===== config.mk =====
export PLATFORM = sky130hd
export DESIGN_NAME = exec_core
export DESIGN_NICKNAME = d
export VERILOG_FILES = /design/src/rv_pkg.sv /design/src/idu.sv /design/src/regfile.sv /design/src/alu.sv /design/src/exu.sv /design/src/exec_core.sv
export SDC_FILE = /design/constraint.sdc
export NUM_CORES = 2
export LEC_CHECK = 0
export BUFFER_PORTS_ARGS = -buffer_cell sky130_fd_sc_hd__buf_2
export CAP_MARGIN = 20
export CORE_ASPECT_RATIO = 1.4
export CORE_MARGIN = 1
export CORE_UTILIZATION = 25
export CTS_CLUSTER_SIZE = 28
export DETAILED_ROUTE_END_ITERATION = 6
export PLACE_DENSITY = 0.5
export SYNTH_ARGS = -nofsm -noshare
export SYNTH_HDL_FRONTEND = slang
export SYNTH_SLANG_ARGS = --single-unit

===== constraint.sdc =====
create_clock -name clk -period 7.8 [get_ports clk]
set_input_delay 1.17 -clock clk [delete_from_list [all_inputs] [get_ports clk]]
set_output_delay 1.17 -clock clk [all_outputs]
set_load 0.005 [all_outputs]

===== src/rv_pkg.sv =====
package rv_pkg;

    localparam int xlen = 32;

    // major opcodes handled by this core
    typedef enum logic [6:0] {
        op_op    = 7'b0110011,
        op_imm   = 7'b0010011,
        op_lui   = 7'b0110111,
        op_auipc = 7'b0010111
    } opcode_e;

    typedef enum logic [3:0] {
        alu_add  = 4'd0,
        alu_sub  = 4'd1,
        alu_sll  = 4'd2,
        alu_slt  = 4'd3,
        alu_sltu = 4'd4,
        alu_xor  = 4'd5,
        alu_srl  = 4'd6,
        alu_sra  = 4'd7,
        alu_or   = 4'd8,
        alu_and  = 4'd9
    } alu_op_e;

    // immediate formats widened in the exu
    typedef enum logic [1:0] {
        imm_none = 2'd0,
        imm_12i  = 2'd1,  // sign extended I-type
        imm_20u  = 2'd2,  // upper 20 bits
        imm_5u   = 2'd3   // shift amount
    } imm_sel_e;

    // first operand source with code 2'd3 spare
    typedef enum logic [1:0] {
        rs1_reg  = 2'd0,
        rs1_pc   = 2'd1,
        rs1_zero = 2'd2
    } rs1_sel_e;

    typedef enum logic {
        rs2_imm = 1'b0,
        rs2_reg = 1'b1
    } rs2_sel_e;

    // 10 bits of execute control
    typedef struct packed {
        alu_op_e  alu_op;
        imm_sel_e imm_sel;
        rs1_sel_e rs1_sel;
        rs2_sel_e rs2_sel;
        logic     reg_write;
    } ex_ctrl_t;

endpackage


===== src/idu.sv =====
`timescale 1ns/1ps

module idu import rv_pkg::*; (
    input  logic [31:0] instr,
    output logic [4:0]  rs1_addr,
    output logic [4:0]  rs2_addr,
    output logic [4:0]  rd,
    output logic [19:0] imm,
    output ex_ctrl_t    ctrl,
    output logic        illegal
);

    opcode_e     opcode;
    logic [2:0]  funct3;
    logic [6:0]  funct7;
    logic        alt;     // instr[30] selects sub and sra
    alu_op_e     f3_op;

    assign opcode   = opcode_e'(instr[6:0]);
    assign funct3   = instr[14:12];
    assign funct7   = instr[31:25];
    assign alt      = instr[30];

    assign rd       = instr[11:7];
    assign rs1_addr = instr[19:15];
    assign rs2_addr = instr[24:20];

    // operation from funct3 alone
    always_comb begin
        case (funct3)
            3'b000:  f3_op = alu_add;
            3'b001:  f3_op = alu_sll;
            3'b010:  f3_op = alu_slt;
            3'b011:  f3_op = alu_sltu;
            3'b100:  f3_op = alu_xor;
            3'b101:  f3_op = alt ? alu_sra : alu_srl;
            3'b110:  f3_op = alu_or;
            default: f3_op = alu_and;
        endcase
    end

    always_comb begin
        ctrl.alu_op    = alu_add;
        ctrl.imm_sel   = imm_none;
        ctrl.rs1_sel   = rs1_reg;
        ctrl.rs2_sel   = rs2_reg;
        ctrl.reg_write = 1'b0;
        imm            = '0;
        illegal        = 1'b0;
        case (opcode)
            op_op: begin
                ctrl.reg_write = 1'b1;
                ctrl.alu_op    = (funct3 == 3'b000 && alt) ? alu_sub : f3_op;
                // only add/sub and srl/sra know the alternate funct7
                if (funct7 != 7'b0000000 &&
                    !(funct7 == 7'b0100000 && (funct3 == 3'b000 || funct3 == 3'b101))) begin
                    illegal = 1'b1;
                end
            end
            op_imm: begin
                ctrl.reg_write = 1'b1;
                ctrl.rs2_sel   = rs2_imm;
                ctrl.alu_op    = f3_op;
                imm            = {8'd0, instr[31:20]};
                if (funct3 == 3'b001 || funct3 == 3'b101) begin
                    ctrl.imm_sel = imm_5u;
                    if (funct7 != 7'b0000000 && !(funct7 == 7'b0100000 && funct3 == 3'b101)) begin
                        illegal = 1'b1;
                    end
                end else begin
                    ctrl.imm_sel = imm_12i;
                end
            end
            op_lui: begin
                ctrl.reg_write = 1'b1;
                ctrl.rs1_sel   = rs1_zero;
                ctrl.rs2_sel   = rs2_imm;
                ctrl.imm_sel   = imm_20u;
                imm            = instr[31:12];
            end
            op_auipc: begin
                ctrl.reg_write = 1'b1;
                ctrl.rs1_sel   = rs1_pc;
                ctrl.rs2_sel   = rs2_imm;
                ctrl.imm_sel   = imm_20u;
                imm            = instr[31:12];
            end
            default: illegal = 1'b1;
        endcase
        if (illegal) begin
            ctrl.reg_write = 1'b0;  // never write on a bad encoding
        end
    end

endmodule


===== src/regfile.sv =====
`timescale 1ns/1ps

module regfile #(
    parameter int nr_regs = 32
) (
    input  logic        clk,
    input  logic        rst_n,
    input  logic        we,
    input  logic [4:0]  waddr,
    input  logic [4:0]  raddr1,
    input  logic [4:0]  raddr2,
    input  logic [31:0] wdata,
    output logic [31:0] rdata1,
    output logic [31:0] rdata2
);

    localparam int aw = $clog2(nr_regs);

    logic [31:0] regs [nr_regs];

    always_ff @(posedge clk) begin
        if (!rst_n) begin
            for (int i = 0; i < nr_regs; i++) begin
                regs[i] <= '0;
            end
        end else if (we && waddr != 5'd0) begin
            regs[waddr[aw-1:0]] <= wdata;
        end
    end

    // x0 hard-wired
    assign rdata1 = (raddr1 == 5'd0) ? '0 : regs[raddr1[aw-1:0]];
    assign rdata2 = (raddr2 == 5'd0) ? '0 : regs[raddr2[aw-1:0]];

    // rv32e has no x16..x31
    a_waddr_range: assert property (@(posedge clk) disable iff (!rst_n)
        we |-> (int'(waddr) < nr_regs));

endmodule


===== src/alu.sv =====
`timescale 1ns/1ps

module alu import rv_pkg::*; (
    input  logic [xlen-1:0] d1,
    input  logic [xlen-1:0] d2,
    input  alu_op_e         op,
    output logic [xlen-1:0] res
);

    logic [4:0] shamt;
    logic       lt_s;
    logic       lt_u;

    assign shamt = d2[4:0];  // low 5 bits only

    assign lt_s = $signed(d1) < $signed(d2);
    assign lt_u = d1 < d2;

    always_comb begin
        case (op)
            alu_add:  res = d1 + d2;
            alu_sub:  res = d1 - d2;
            alu_sll:  res = d1 << shamt;
            alu_slt:  res = {{(xlen-1){1'b0}}, lt_s};
            alu_sltu: res = {{(xlen-1){1'b0}}, lt_u};
            alu_xor:  res = d1 ^ d2;
            alu_srl:  res = d1 >> shamt;
            alu_sra:  res = $unsigned($signed(d1) >>> shamt);  // keeps sign
            alu_or:   res = d1 | d2;
            alu_and:  res = d1 & d2;
            default:  res = '0;
        endcase
    end

endmodule


===== src/exu.sv =====
`timescale 1ns/1ps

module exu import rv_pkg::*; (
    input  logic [xlen-1:0] pc,
    input  logic [xlen-1:0] rs1_value,
    input  logic [xlen-1:0] rs2_value,
    input  logic [19:0]     imm,
    input  ex_ctrl_t        ctrl,
    output logic [xlen-1:0] ex_result
);

    logic [xlen-1:0] imm_ext;
    logic [xlen-1:0] op1;
    logic [xlen-1:0] op2;

    // widen by format
    always_comb begin
        case (ctrl.imm_sel)
            imm_12i: imm_ext = {{(xlen-12){imm[11]}}, imm[11:0]};
            imm_20u: imm_ext = {imm, 12'd0};
            imm_5u:  imm_ext = {{(xlen-5){1'b0}}, imm[4:0]};
            default: imm_ext = '0;
        endcase
    end

    always_comb begin
        case (ctrl.rs1_sel)
            rs1_reg:  op1 = rs1_value;
            rs1_pc:   op1 = pc;         // auipc
            default:  op1 = '0;         // lui
        endcase
    end

    assign op2 = (ctrl.rs2_sel == rs2_reg) ? rs2_value : imm_ext;

    alu i_alu (
        .d1  (op1),
        .d2  (op2),
        .op  (ctrl.alu_op),
        .res (ex_result)
    );

    // decoder must never emit the spare selector code
    always_comb begin
        a_rs1_sel_known: assert (ctrl.rs1_sel inside {rs1_reg, rs1_pc, rs1_zero})
            else $error("exu: unused rs1_sel encoding %0d", ctrl.rs1_sel);
    end

endmodule


===== src/exec_core.sv =====
`timescale 1ns/1ps

module exec_core import rv_pkg::*; #(
    parameter int nr_regs = 32
) (
    input  logic            clk,
    input  logic            rst_n,
    input  logic            instr_valid,
    input  logic [31:0]     instr,
    input  logic [31:0]     pc,
    output logic            wb_valid,
    output logic            wb_illegal,
    output logic [4:0]      wb_rd,
    output logic [xlen-1:0] wb_result
);

    logic [4:0]      rs1_addr;
    logic [4:0]      rs2_addr;
    logic [4:0]      rd;
    logic [19:0]     imm;
    ex_ctrl_t        ctrl;
    logic            illegal;
    logic [xlen-1:0] rs1_value;
    logic [xlen-1:0] rs2_value;
    logic [xlen-1:0] ex_result;
    logic            rf_we;

    idu i_idu (
        .instr    (instr),
        .rs1_addr (rs1_addr),
        .rs2_addr (rs2_addr),
        .rd       (rd),
        .imm      (imm),
        .ctrl     (ctrl),
        .illegal  (illegal)
    );

    // x0 writes dropped here as well as in the regfile
    assign rf_we = instr_valid && ctrl.reg_write && !illegal && (rd != 5'd0);

    regfile #(.nr_regs(nr_regs)) i_regfile (
        .clk    (clk),
        .rst_n  (rst_n),
        .we     (rf_we),
        .waddr  (rd),
        .raddr1 (rs1_addr),
        .raddr2 (rs2_addr),
        .wdata  (ex_result),
        .rdata1 (rs1_value),
        .rdata2 (rs2_value)
    );

    exu i_exu (
        .pc        (pc),
        .rs1_value (rs1_value),
        .rs2_value (rs2_value),
        .imm       (imm),
        .ctrl      (ctrl),
        .ex_result (ex_result)
    );

    always_ff @(posedge clk) begin
        if (!rst_n) begin
            wb_valid   <= 1'b0;
            wb_illegal <= 1'b0;
            wb_rd      <= '0;
            wb_result  <= '0;
        end else begin
            wb_valid   <= instr_valid && !illegal;
            wb_illegal <= instr_valid && illegal;
            if (instr_valid) begin
                wb_rd     <= rd;
                wb_result <= illegal ? '0 : ex_result;
            end
        end
    end

    a_wb_exclusive: assert property (@(posedge clk) disable iff (!rst_n)
        !(wb_valid && wb_illegal));

endmodule


==> results.tsv <==
metric	value	unit
antenna violations before repair	13	
Hold Startpoint	wb_result[5]	
relative slew slack	9.38	%
Seq pwr share	38.3	%
I/O pin cnt	106	
Skew-Pair Late Insertion Delay	750	ps
final slew viol count	0	
Final Skew	38.1	ps
Antenna Violating Nets Remaining	0	
Worst-path clk slew	70	ps
Post-DP Area	0.0702	mm²
Post CTS Setup Buffer Count	0	
Logic pwr share	30.5	%
Root Buffer	clkbuf_16	
cell-internal power	0.0110	W
DRT Pass-1 Iters	7	
vias in the first global route	51006	
final setup violation count	0	
Avg WL per Cell	35.0	µm
port bufs	105	
RePlAce Congestion	1.02	
GRT Total Usage	23.3	%
max frequency	141	MHz
register bit count reported by yosys	1063	
clock network power share	31.2	%
Die Wd	430	µm
DR iter-0 viols	6418	
area growth from synthesis to layout	14.8	%
max cap viols	0	
fraction of registers with async set/reset	0	%
Cell Area, Synth	0.0643	mm²
fin crit period	7100	ps
Worst Setup End Kind	flop	
fillers	26049	
CTS Buf Count	103	
Startpoint Class	input port	
fin util	28.9	%
total power	0.0171	W
grt total ovfl	0	
leak pwr	26.8	nW
via count	51426	
Post-Syn Instances	5363	
Arrival @ worst endpoint	7560	ps
RR Startpoint	i_regfile.regs[31][11]	
Synth area leaders	edfxtp_1 (48%), mux4_2 (14%), mux2i_1 (7.8%)	
DR vias/cell	5.81	
sequential element share of the synthesized area	49.1	%
Max Buffers Root-to-Sink	3	
Post-DP HPWL	206	mm
htree depth	3	
pwr dens	232	mW/mm²
Tcrit/Tclk final	91.0	%
Sw Ratio	35.5	%
Finished Layout Cells	8846	
number of remaining DRC errors	1	
CP Class	in -> reg	
worst hold margin	443	ps
post-CTS sizing	0	
critical path peak fanout	34	
Post-synth EDFFs	1024	
largest net degree at the start of global routing	78	
hold-fix buffers at CTS	0	
Cell variety after synth	108	
top-count cell post-synth	nor2_1	
share of cells above drive strength 1	22.1	%
Synth Flop Type	edfxtp_1	
Net Sw Power	0.00606	W
final instance area	0.0737	mm²
Post-Route WL	310	mm
HP Class	reg -> reg	
die area	0.259	mm²
initial core utilization	25.2	%
Syn Area/Cell	12.0	µm²
RSZ-0062 raised after global routing	no	
DP Cell Count	8639	
Ys Warns	0	
final hold violations	0	
Layout Nets	5604	
Core ar.	0.255	mm²
failing checks	DRC	
Rows	219	
cell taking the most area after synthesis	edfxtp_1	
first-pass GRT wire length	421	mm
Worst Path Required	8260	ps
Worst Setup SP	instr[20]	
Die Y	602	µm
Synth top area share	47.9	%
status	complete, but fails checks	
CTS tree	yes	
worst-margin pin slew	1350	ps
clock sinks	1063	
top cells by count, synth	nor2_1 (1,025), edfxtp_1 (1,024), mux2i_1 (503)	
Max VDD drop	0.167	mV
-- cells in the final DEF (no fill, tap or decap), types with 20 or more instances in the layout --
master / netlist / routed
edfxtp_1: 1024 / 1024
nor2_1: 1025 / 1021
mux2i_1: 503 / 502
mux4_2: 393 / 393
buf_4: 21 / 307
a21oi_1: 252 / 250
nand2_1: 247 / 185
a22oi_1: 176 / 176
o21ai_0: 131 / 130
clkbuf_16: 0 / 106
buf_2: 154 / 98
inv_1: 98 / 97
ha_1: 97 / 97
nand3_1: 81 / 80
o211ai_1: 70 / 70
nand2_2: 0 / 62
buf_12: 2 / 52
a22o_1: 50 / 50
o22ai_1: 41 / 41
nor2b_1: 42 / 39
dfxtp_1: 39 / 39
nor2_2: 33 / 35
nor3_1: 40 / 35
o21ai_1: 33 / 34
conb_1: 1 / 32
a221oi_1: 31 / 31
clkbuf_1: 263 / 26
nand4_1: 23 / 23
a211oi_1: 21 / 21
o221ai_1: 21 / 21
clkinv_1: 3 / 20
-- stage by stage --
step	setup slack (ps)	setup TNS (ps)
floorplan	329	0
global placement	-424	-29430
detailed placement	77.5	0
CTS	812	0
global route	590	0
finish	700	0
-- final cells by class --
cell class	instances	area (µm²)	area share (%)
diodes	7	17.5	0.0238
multi-input cells	3694	30200	41.0
repair buffers	465	3950	5.35
flip-flops and latches	1063	31500	42.8
inverters	111	417	0.565
clock buffers	137	2820	3.82
clock inverters	54	631	0.855
well taps	3315	4150	5.62
-- power groups by stage --
stage,Sequential [W],Combinational (W),Clock (W)
2_1_floorplan,0.00662,0.00298,0
3_3_place_gp,0.00664,0.00502,0
3_5_place_dp,0.00666,0.00502,0
4_1_cts,0.00653,0.00504,0.00538
5_1_grt,0.00655,0.00539,0.00554
6_report,0.00653,0.00522,0.00533
-- per-layer routing --
metal / share of wire, % / vias up / global-route usage (%) / wire length (µm)
met5: 0.018 / - / 0 / 57
met3: 7.7 / 1099 / 4.19 / 23800
met2: 49 / 3314 / 40.0 / 152000
met1: 34 / 26359 / 25.0 / 104000
li1: - / 20646 / - / -
met4: 9.5 / 8 / 18.8 / 29400
-- cells by family after synthesis --
group	share of synthesized area, %
buffers and inverters	4.77
adder cells (fa/ha/maj)	1.95
other	0.00584
XOR/XNOR	0.123
AND/OR/NAND/NOR	10.6
AO/OA/AOI/OAI	11.7
flip-flops	49.1
multiplexers	21.8
-- state kept, by name (all words and copies together), names as in the netlist --
| name | count |
|---|---|
| wb_rd | 5 |
| wb_valid | 1 |
| wb_illegal | 1 |
| wb_result | 32 |
| i_regfile.regs | 1024 |
-- worst paths after layout --
path	endpoint	slack, ps	cells after the start
hold / removal	wb_result[5]	440	2
setup reg to reg	i_regfile.regs[23][22]	1600	17
setup / recovery	i_regfile.regs[23][22]	700	24
hold reg to reg	wb_result[5]	440	2
-- worst max-delay path, cell delays in order --
cell	delay [ps]
buf_8	350
buf_12	290
buf_4	260
buf_4	170
mux2i_1	90
a22oi_1	160
a21oi_1	140
a2111oi_1	900
buf_4	240
a21o_2	160
inv_2	70
fa_1	400
a21o_1	170
a21o_1	230
a21oi_1	280
o31a_1	340
nor2b_1	120
o311ai_0	640
a2111oi_0	280
mux2_2	280
o21ai_0	140
nor3_4	300
buf_12	230
nor2_1	60
(Power assumes the default switching activity.)
